--- src/hdl/axi_rd_pkg.sv ---
// *************************************************************************
// AXI read bridge types and constants
// *************************************************************************

package axi_rd_pkg;

	// Bus widths
	localparam int ADDR_W = 32;
	localparam int DATA_W = 32;
	localparam int ID_W   = 4;

	// Tag slots, also the number of credits the splitter starts with
	localparam int TAG_DEPTH = 4;
	localparam int CREDIT_W  = 3;

	// AXI burst codes
	localparam logic [1:0] BURST_FIXED = 2'b00;
	localparam logic [1:0] BURST_INCR  = 2'b01;
	localparam logic [1:0] BURST_WRAP  = 2'b10;

	// AXI response codes
	localparam logic [1:0] RESP_OKAY   = 2'b00;
	localparam logic [1:0] RESP_SLVERR = 2'b10;

	typedef struct packed {
		logic [ID_W-1:0]   id;
		logic [ADDR_W-1:0] addr;
		logic [7:0]        len;
		logic [2:0]        size;
		logic [1:0]        burst;
	} axi_ar_t;

	typedef struct packed {
		logic [ID_W-1:0]   id;
		logic [DATA_W-1:0] data;
		logic [1:0]        resp;
		logic              last;
	} axi_r_t;

	typedef struct packed {
		logic [ADDR_W-1:0] addr;
	} mem_req_t;

	typedef struct packed {
		logic [DATA_W-1:0] data;
		logic              err;
	} mem_rsp_t;

	// Per-beat bookkeeping carried from splitter to merger
	typedef struct packed {
		logic [ID_W-1:0] id;
		logic            last;
	} rd_tag_t;

endpackage

--- src/hdl/burst_splitter.sv ---
// *************************************************************************
// AXI read burst splitter
// *************************************************************************

`timescale 1ns/1ps

module burst_splitter (
	input  logic                 clk,
	input  logic                 rst_n,
	input  axi_rd_pkg::axi_ar_t  ar,
	input  logic                 ar_valid,
	output logic                 ar_ready,
	output axi_rd_pkg::mem_req_t mem_req,
	output logic                 mem_req_valid,
	input  logic                 mem_req_ready,
	output axi_rd_pkg::rd_tag_t  tag,
	output logic                 tag_push,
	input  logic                 credit_return
);
	import axi_rd_pkg::*;

	logic                busy;
	logic [ID_W-1:0]     cur_id;
	logic [ADDR_W-1:0]   cur_addr;
	logic [7:0]          beats_left;
	logic [2:0]          cur_size;
	logic [1:0]          cur_burst;
	logic [CREDIT_W-1:0] credits;
	logic                ar_fire;
	logic                issue;
	logic                last_beat;
	logic [ADDR_W-1:0]   addr_step;
	logic [ADDR_W-1:0]   addr_next;

	// *********************************************************************
	// Handshakes
	// *********************************************************************

	assign ar_ready      = !busy;
	assign ar_fire       = ar_valid && ar_ready;
	assign mem_req_valid = busy && (credits != '0);
	assign issue         = mem_req_valid && mem_req_ready;
	assign tag_push      = issue;

	// Zero beats left means the beat on the bus closes the burst
	assign last_beat = (beats_left == 8'd0);

	assign mem_req = '{addr: cur_addr};
	assign tag     = '{id: cur_id, last: last_beat};

	// *********************************************************************
	// Address sequencing
	// *********************************************************************

	assign addr_step = ADDR_W'(1) << cur_size;

	always_comb begin
		case (cur_burst)
			// WRAP has no boundary logic here and steps like INCR
			BURST_INCR, BURST_WRAP: addr_next = cur_addr + addr_step;
			BURST_FIXED:            addr_next = cur_addr;
			default:                addr_next = cur_addr;
		endcase
	end

	always_ff @(posedge clk) begin
		if (!rst_n) begin
			busy <= 1'b0;
		end else if (ar_fire) begin
			busy <= 1'b1;
		end else if (issue && last_beat) begin
			busy <= 1'b0;
		end
	end

	always_ff @(posedge clk) begin
		if (ar_fire) begin
			cur_id     <= ar.id;
			cur_addr   <= ar.addr;
			beats_left <= ar.len;
			cur_size   <= ar.size;
			cur_burst  <= ar.burst;
		end else if (issue) begin
			cur_addr   <= addr_next;
			beats_left <= beats_left - 8'd1;
		end
	end

	// One credit per free tag slot
	always_ff @(posedge clk) begin
		if (!rst_n) begin
			credits <= CREDIT_W'(TAG_DEPTH);
		end else begin
			case ({issue, credit_return})
				2'b10:   credits <= credits - CREDIT_W'(1);
				2'b01:   credits <= credits + CREDIT_W'(1);
				default: credits <= credits;
			endcase
		end
	end

endmodule

--- src/hdl/tag_fifo.sv ---
// *************************************************************************
// Read tag FIFO
// *************************************************************************

`timescale 1ns/1ps

module tag_fifo (
	input  logic                clk,
	input  logic                rst_n,
	input  logic                push,
	input  axi_rd_pkg::rd_tag_t din,
	input  logic                pop,
	output axi_rd_pkg::rd_tag_t head,
	output logic                head_valid,
	output logic                credit_return
);
	import axi_rd_pkg::*;

	localparam int PTR_W = $clog2(TAG_DEPTH);

	rd_tag_t             slots [TAG_DEPTH];
	logic [PTR_W-1:0]    wr_ptr;
	logic [PTR_W-1:0]    rd_ptr;
	logic [CREDIT_W-1:0] count;
	logic                pop_ok;

	assign head_valid    = (count != '0);
	assign head          = slots[rd_ptr];
	assign pop_ok        = pop && head_valid;
	assign credit_return = pop_ok;

	// Tag storage
	always_ff @(posedge clk) begin
		if (push) begin
			slots[wr_ptr] <= din;
		end
	end

	// Pointers wrap at the last slot so any depth works
	always_ff @(posedge clk) begin
		if (!rst_n) begin
			wr_ptr <= '0;
			rd_ptr <= '0;
		end else begin
			if (push) begin
				wr_ptr <= (wr_ptr == PTR_W'(TAG_DEPTH - 1)) ? '0 : wr_ptr + PTR_W'(1);
			end
			if (pop_ok) begin
				rd_ptr <= (rd_ptr == PTR_W'(TAG_DEPTH - 1)) ? '0 : rd_ptr + PTR_W'(1);
			end
		end
	end

	// Occupancy, never beyond TAG_DEPTH while the splitter honours its credits
	always_ff @(posedge clk) begin
		if (!rst_n) begin
			count <= '0;
		end else begin
			case ({push, pop_ok})
				2'b10:   count <= count + CREDIT_W'(1);
				2'b01:   count <= count - CREDIT_W'(1);
				default: count <= count;
			endcase
		end
	end

endmodule

--- src/hdl/read_resp_merger.sv ---
// *************************************************************************
// Read response merger
// *************************************************************************

`timescale 1ns/1ps

module read_resp_merger (
	input  logic                 clk,
	input  logic                 rst_n,
	input  axi_rd_pkg::mem_rsp_t mem_rsp,
	input  logic                 mem_rsp_valid,
	output logic                 mem_rsp_ready,
	input  axi_rd_pkg::rd_tag_t  head,
	input  logic                 head_valid,
	output logic                 pop,
	output axi_rd_pkg::axi_r_t   r,
	output logic                 r_valid,
	input  logic                 r_ready
);
	import axi_rd_pkg::*;

	logic       can_load;
	logic       accept;
	logic [1:0] resp_code;

	// Output register is free when empty or being drained this cycle
	assign can_load      = !r_valid || r_ready;
	assign mem_rsp_ready = head_valid && can_load;
	assign accept        = mem_rsp_valid && mem_rsp_ready;
	assign pop           = accept;

	assign resp_code = mem_rsp.err ? RESP_SLVERR : RESP_OKAY;

	always_ff @(posedge clk) begin
		if (!rst_n) begin
			r_valid <= 1'b0;
		end else if (accept) begin
			r_valid <= 1'b1;
		end else if (r_ready) begin
			r_valid <= 1'b0;
		end
	end

	// Beat payload, held while the master stalls
	always_ff @(posedge clk) begin
		if (accept) begin
			r <= '{id: head.id, data: mem_rsp.data, resp: resp_code, last: head.last};
		end
	end

endmodule

--- src/hdl/axi_rd_bridge.sv ---
// *************************************************************************
// AXI read to memory bridge
// *************************************************************************

`timescale 1ns/1ps

module axi_rd_bridge (
	input  logic                 clk,
	input  logic                 rst_n,
	// AXI read address
	input  axi_rd_pkg::axi_ar_t  ar,
	input  logic                 ar_valid,
	output logic                 ar_ready,
	// AXI read data
	output axi_rd_pkg::axi_r_t   r,
	output logic                 r_valid,
	input  logic                 r_ready,
	// Memory side
	output axi_rd_pkg::mem_req_t mem_req,
	output logic                 mem_req_valid,
	input  logic                 mem_req_ready,
	input  axi_rd_pkg::mem_rsp_t mem_rsp,
	input  logic                 mem_rsp_valid,
	output logic                 mem_rsp_ready
);
	import axi_rd_pkg::*;

	rd_tag_t tag;
	logic    tag_push;
	rd_tag_t head;
	logic    head_valid;
	logic    pop;
	logic    credit_return;

	// *********************************************************************
	// Request side
	// *********************************************************************

	burst_splitter i_splitter (
		.clk           (clk),
		.rst_n         (rst_n),
		.ar            (ar),
		.ar_valid      (ar_valid),
		.ar_ready      (ar_ready),
		.mem_req       (mem_req),
		.mem_req_valid (mem_req_valid),
		.mem_req_ready (mem_req_ready),
		.tag           (tag),
		.tag_push      (tag_push),
		.credit_return (credit_return)
	);

	tag_fifo i_tag_fifo (
		.clk           (clk),
		.rst_n         (rst_n),
		.push          (tag_push),
		.din           (tag),
		.pop           (pop),
		.head          (head),
		.head_valid    (head_valid),
		.credit_return (credit_return)
	);

	// *********************************************************************
	// Response side
	// *********************************************************************

	read_resp_merger i_merger (
		.clk           (clk),
		.rst_n         (rst_n),
		.mem_rsp       (mem_rsp),
		.mem_rsp_valid (mem_rsp_valid),
		.mem_rsp_ready (mem_rsp_ready),
		.head          (head),
		.head_valid    (head_valid),
		.pop           (pop),
		.r             (r),
		.r_valid       (r_valid),
		.r_ready       (r_ready)
	);

endmodule

--- config.mk ---
export PLATFORM = sky130hd
export DESIGN_NAME = axi_rd_bridge
export DESIGN_NICKNAME = d
export VERILOG_FILES = /design/src/hdl/axi_rd_pkg.sv /design/src/hdl/burst_splitter.sv /design/src/hdl/tag_fifo.sv /design/src/hdl/read_resp_merger.sv /design/src/hdl/axi_rd_bridge.sv
export SDC_FILE = /design/constraint.sdc
export NUM_CORES = 1
export LEC_CHECK = 0
export ABC_AREA = 1
export BUFFER_PORTS_ARGS = -buffer_cell sky130_fd_sc_hd__buf_4
export CELL_PAD_IN_SITES_DETAIL_PLACEMENT = 1
export CELL_PAD_IN_SITES_GLOBAL_PLACEMENT = 1
export CORE_ASPECT_RATIO = 1.75
export CORE_MARGIN = 4
export CORE_UTILIZATION = 42
export DETAILED_ROUTE_END_ITERATION = 8
export PLACE_DENSITY = 0.85
export SLEW_MARGIN = 0
export SYNTH_ARGS = -nofsm -noshare
export SYNTH_HDL_FRONTEND = slang
export SYNTH_SLANG_ARGS = --single-unit
--- constraint.sdc ---
create_clock -name clk -period 10.2 [get_ports clk]
set_input_delay 0.51 -clock clk [delete_from_list [all_inputs] [get_ports clk]]
set_output_delay 0.51 -clock clk [all_outputs]
set_load 0.005 [all_outputs]
## Word-level counts from Yosys, hierarchy flattened

Memory sizes are Yosys's and may differ from the RTL's. A register that Yosys moved wholly into a read port is not among the register bits.
Cells that the tools add are included.

| storage, ports and cells | value |
|---|---|
| register bits | 95 |
| memory bits (writable) | 20 |
| bits of input ports | 88 |
| output and inout bits | 75 |
| word-level logic and storage cells | 65 |
| memories | 1 |

| operators by class | value |
|---|---|
| $add $sub $neg | 8 |
| eq/ne operators | 6 |
| shifts and indexed selects | 1 |
| muxes and demuxes | 16 |
| reduce and logical (&&, ||, !) cells | 20 |

Memories:

| name | words | width | rd ports | clocked after memory_dff | write ports | line | RTL |
|---|---|---|---|---|---|---|---|
| i_tag_fifo.slots | 4 | 5 | 1 | 1 | 1 | tag_fifo.sv:21 | `rd_tag_t slots [TAG_DEPTH];` |

Operators by type and width:

| operator | count |
|---|---|
| two-way mux 32 bit | 3 |
| adder 32 bit | 1 |
| left shift 1 x 3 -> 32 bit (first input constant) | 1 |
| two-way mux 8 bit | 2 |
| one-hot mux 3 bit (2 select lines) | 2 |
| nonzero test 2 bit | 5 |
| equality test 2 bit (second input constant) | 4 |
| zero test 8 bit | 1 |
| subtractor 8 x 1 -> 8 bit (second input constant) | 1 |
| logical AND 1 bit | 7 |
| adder 3 x 1 -> 3 bit (second input constant) | 2 |
| two-way mux 1 bit | 6 |
| two-way mux 2 bit | 3 |
| nonzero test 3 bit | 2 |
| subtractor 3 x 1 -> 3 bit (second input constant) | 2 |
| adder 2 x 1 -> 2 bit (second input constant) | 2 |
| equality test 2 x 1 -> 1 bit (second input constant) | 2 |
| zero test 1 bit | 2 |
| AND reduction 2 bit | 1 |
| OR reduction 2 bit | 1 |
| logical OR 1 bit | 1 |

## Depth between registers and ports, before layout

| logic depth | value |
|---|---|
| depth after elaboration | 7 |
| mapped depth | 13 |
| gate-level depth less buffers | 13 |

## Hierarchy

From an unflattened synthesis, not the netlist that was laid out.

| second synthesis, totals | value |
|---|---|
| cell total of the unflattened synthesis | 637 |
| area total of the unflattened synthesis | 6060.8 µm² |

By module, submodules not included:

| module | times used | cells each | area each (µm²) | sequential area each (µm²) |
|---|---|---|---|---|
| burst_splitter | 1 | 477 | 3611.0 | 1551.5 |
| tag_fifo | 1 | 109 | 1232.4 | 780.7 |
| read_resp_merger | 1 | 51 | 1217.4 | 1161.1 |

## Worst setup path after synthesis

No wires, ideal clock.

| timing path | value |
|---|---|
| path type | input to register |
| start point | in mem_req_ready |
| end point | reg i_splitter.cur_addr[0] (netlist: i_splitter.mem_req[0]), enable pin |
| setup time | 0.466 ns |
| arrival | 3.162 ns |
| path slack | 6.573 ns |
| cell stages on the path | 5 |
| path buffers | 1 |
| cells stage by stage | inv_1 > nor2_1 > inv_1 > buf_2 > o21ai_0 |

| on the way | value |
|---|---|
| word-level cells in the longest chain between the ends | 3 |

RTL lines:

| item | line | RTL |
|---|---|---|
| start: declaration | axi_rd_bridge.sv:21 | `input logic mem_req_ready,` |
| logical AND 1 bit | burst_splitter.sv:42 | `assign issue = mem_req_valid && mem_req_ready;` |
| nonzero test 2 bit (no line) | - |  |
| AND reduction 2 bit (no line) | - |  |
| end signal: assignment | burst_splitter.sv:79 | `cur_addr <= ar.addr;` |
| end signal: assignment | burst_splitter.sv:84 | `cur_addr <= addr_next;` |
| end: declaration | burst_splitter.sv:24 | `logic [ADDR_W-1:0] cur_addr;` |

Every way passes these cells.
A chain may end at the register's enable or synchronous reset.

## Final worst setup path

| timing path | value |
|---|---|
| start point | reg i_splitter.busy |
| end point | reg i_splitter.cur_addr[2] (netlist: i_splitter.mem_req[2]) (data pin) |

| on the way | value |
|---|---|
| word-level cells in the longest chain between the ends | 3 |

RTL lines:

| item | line | RTL |
|---|---|---|
| start: declaration | burst_splitter.sv:22 | `logic busy;` |
| start signal: assignment | burst_splitter.sv:68 | `busy <= 1'b0;` |
| start signal: assignment | burst_splitter.sv:70 | `busy <= 1'b1;` |
| start signal: assignment | burst_splitter.sv:72 | `busy <= 1'b0;` |
| zero test 1 bit | burst_splitter.sv:39 | `assign ar_ready = !busy;` |
| logical AND 1 bit | burst_splitter.sv:40 | `assign ar_fire = ar_valid && ar_ready;` |
| two-way mux 32 bit | burst_splitter.sv:77 | `if (ar_fire) begin` |

Every way passes these cells.

==> metrics.md <==
| Metric | Value |
|---|---|
| Mapped Cells | `617` |
| PwrDens | `212.3 nW/µm²` |
| Final GP Congestion | `0.8378` |
| Met1 Use GR | `21.02%` |
| TritonCTS Buffers | `17` |
| Seq/Total Area, Yosys | `58.87%` |
| Logic pwr share | `21.2%` |
| Dpl cells | `944` |
| Post-synth EDFFs | `107` |
| Top cells by count, synth | `180 x nand2_1, 107 x edfxtp_1, 68 x inv_1, 50 x nor2_1, 49 x nand3_1` |
| Reg2reg start | `i_splitter.busy$_SDFFE_PN0P_` |
| DRC | `0` |
| Die Wd | `97.34 µm` |
| Crit path max fanout | `35` |
| Clk Latency, worst-skew pair | `0.41 ns` |
| Peak VDD IR | `118.8 µV` |
| Most numerous cell in the Yosys netlist | `nand2_1` |
| Skew final | `0.008468 ns` |
| Mapped Nets | `724` |
| Global routing's busiest layer | `met2` |
| Drt total wl | `17.68 mm` |
| Vias post-DR | `5072` |
| WL per Instance | `18.11 µm` |
| Leak pwr | `3.458 nW` |
| DIE HEIGHT | `164.3 µm` |
| Root Driver | `clkbuf_16` |
| Total GRT Usage | `22.63%` |
| WP data required | `10.35 ns` |
| Initial antenna violation count | `0` |
| Clock sinks | `119` |
| Reg clk slew, reported paths | `0.06 ns` |
| Status | `finished, final reports clean` |
| Netlist cell types | `35` |
| GRT overflow | `0` |
| CTS tree | `built` |
| Longest Clk Path Bufs | `2` |
| CTS H-Tree Depth | `4` |
| Ant diodes | `0` |
| Vias in the first global route | `5634` |
| Sum of negative setup slack | `0 ns` |
| Setup Viol. Count Final | `0` |
| Nets@finish | `896` |
| # hold bufs at CTS | `0` |
| Fin crit period | `2.719 ns` |
| DP HPWL | `13.60 mm` |
| Setup crit end kind | `register` |
| Largest net degree at the start of global routing | `40` |
| Slew Limit Fails | `0` |
| Reg power frac | `41.6%` |
| Crit start category | `register` |
| Met2 Use GR | `43.99%` |
| FP Rows | `56` |
| Non-filler cells, final | `976` |
| NetSw | `0.4883 mW` |
| Critical Path AT | `2.87 ns` |
| Pre-CTS setup slack | `7.196 ns` |
| Synth warnings | `0` |
| Reg2reg end | `i_splitter.mem_req[2]$_DFFE_PP_` |
| Clock share of power | `37.1%` |
| Hold Fails Final Rpt | `0` |
| Vias per cell | `5.197` |
| Worst slew margin | `33.78%` |
| Die Area | `16000 µm²` |
| First-pass GRT wire length | `28.12 mm` |
| Hold crit path type | `primary input to register` |
| FMAX | `367.8 MHz` |
| Post-Syn Area per Cell | `9.507 µm²` |
| Async S/R FF share, synth | `0%` |
| Switching Share | `29.17%` |
| Netlist Area Pre-Place | `5866 µm²` |
| Post-synth top area cell | `edfxtp_1` |
| Final Cycle Share | `26.65%` |
| Internal power | `1.186 mW` |
| Register-to-Register Setup Slack | `7.48 ns` |
| Io pins | `163` |
| Post-route ant nets | `0` |
| Flops & latches, synth | `119` |
| DRT Pass-1 Iters | `4` |
| Crit Path Class | `register to register` |
| Layout cells sized above 1 | `27.93%` |
| Area share of the largest cell type after synthesis | `54.78%` |
| Synth area leaders | `edfxtp_1 55%, nand2_1 12%, inv_1 4.4%` |
| Initial Utilization | `43.38%` |
| Port Buf Inserts | `161` |
| Launch point of the worst hold path | `ar[47]` |
| Worst hold path depth | `1` |
| Max Cap Viol | `0` |
| Met3 usage | `5.567%` |
| Post-CTS sizing | `0` |
| CORE AREA | `13520 µm²` |
| Layout area overhead | `34.45%` |
| Synth Flop Type | `edfxtp_1` |
| Postcts setup bufs | `0` |
| Worst Reg2Reg Path Length in Cells | `7` |
| Worst min-delay path endpoint | `i_splitter.cur_id[2]$_DFFE_PP_` |
| Final Worst Setup Slack | `7.481 ns` |
| Actual slew at the worst max-slew pin | `0.9842 ns` |
| Unrepaired setup endpoints after global routing | `no` |
| DRT iter0 DRCs | `138` |
kinds of logic (layout without fill, tap and decap cells):
logic type,Yosys count,count (layout),synth area share [%]
AND/OR/NAND/NOR,331,331,24.91
other,1,1,0.06393
adder cells (fa/ha/maj),19,19,4.437
buffers and inverters,82,267,5.482
flip-flops,119,119,58.87
XOR/XNOR,7,7,1.045
AO/OA/AOI/OAI,58,58,5.183
flip-flops by register name (all words and copies together) (netlist names):
signal	flops
i_merger.r	38
i_splitter.busy	1
i_tag_fifo.rd_ptr	2
i_merger.r_valid	1
i_splitter.beats_left	8
i_splitter.mem_req	32
i_splitter.cur_burst	2
i_splitter.cur_id	4
i_tag_fifo.count	3
i_splitter.credits	3
i_splitter.cur_size	3
i_tag_fifo.wr_ptr	2
i_tag_fifo.slots	20
power by group through the flow:
stage | registers (mW) | logic [mW] | clock network, mW
global placement | 0.699 | 0.331 | 0
finish | 0.697 | 0.355 | 0.621
CTS | 0.698 | 0.361 | 0.634
floorplan | 0.695 | 0.175 | 0
detailed placement | 0.706 | 0.354 | 0
global route | 0.707 | 0.396 | 0.655
per-stage QoR:
| stage | util (%) | total power [mW] | hold WS (ns) | area [µm²] |
|---|---|---|---|---|
| after floorplan | - | 0.8699 | 0.4440 | 5866 |
| after CTS | 58.32 | 1.693 | 0.2560 | 7886 |
| after global routing | 58.32 | 1.758 | 0.2480 | 7886 |
| final | 58.32 | 1.674 | 0.2720 | 7886 |
| after global placement | 53.74 | 1.029 | 0.4585 | 7267 |
| after detailed placement | 53.74 | 1.061 | 0.4879 | 7267 |
layer usage:
metal,wire length [µm],vias to the layer above
met2,9796,200
met1,5965,2407
li1,-,2401
met5,0,-
met3,1009,64
met4,908,0
layout make-up:
| type | count | area (µm²) |
|---|---|---|
| fill | 1537 | 5637 |
| sequential | 119 | 3453 |
| multi-input combinational | 416 | 2095 |
| timing repair buffer | 165 | 1239 |
| clock buffer | 17 | 425.4 |
| inverter | 70 | 262.8 |
| tap | 174 | 217.7 |
| clock inverter | 15 | 193.9 |
worst max-delay path by stage:
stage / startpoint / end / slack (ns) / cells after the start
floorplan: mem_req_ready / i_splitter.mem_req[0]$_DFFE_PP_ / 6.57 / 5
CTS: i_splitter.busy$_SDFFE_PN0P_ / i_splitter.mem_req[2]$_DFFE_PP_ / 7.41 / 7
global placement: ar_valid / i_splitter.mem_req[2]$_DFFE_PP_ / 7.37 / 7
detailed placement: ar_valid / i_splitter.mem_req[2]$_DFFE_PP_ / 7.20 / 7
global route: i_splitter.busy$_SDFFE_PN0P_ / i_splitter.mem_req[2]$_DFFE_PP_ / 7.25 / 7
finish: i_splitter.busy$_SDFFE_PN0P_ / i_splitter.mem_req[2]$_DFFE_PP_ / 7.48 / 7
cell usage in the layout, fill, tap and decap left out, types with 2 or more instances in the layout:
cell type / instances
edfxtp_1: 107
xor2_1: 3
buf_4: 165
fa_1: 3
nand3b_1: 8
nor4_1: 2
nand2_1: 180
o21ai_0: 31
xnor2_1: 4
clkbuf_16: 17
nor2_2: 7
inv_1: 67
nand2_2: 9
a21oi_1: 17
ha_1: 16
dfxtp_1: 12
nor3_1: 10
inv_8: 2
o22ai_1: 5
inv_6: 3
clkinvlp_4: 2
bufinv_16: 3
nor2_1: 50
nor3_4: 2
nand4_1: 5
inv_2: 2
or2_2: 3
clkinv_4: 4
or2_1: 2
nand3_1: 49
critical path, stage by stage, from the launching register on:
cell	delay, ns
dfxtp_1	0.34
inv_1	0.07
nand2_1	0.09
buf_4	0.39
clkinv_1	0.85
buf_4	0.54
nand2_1	0.08
o21ai_0	0.07
Note: power is estimated with default switching activity, not from simulation.
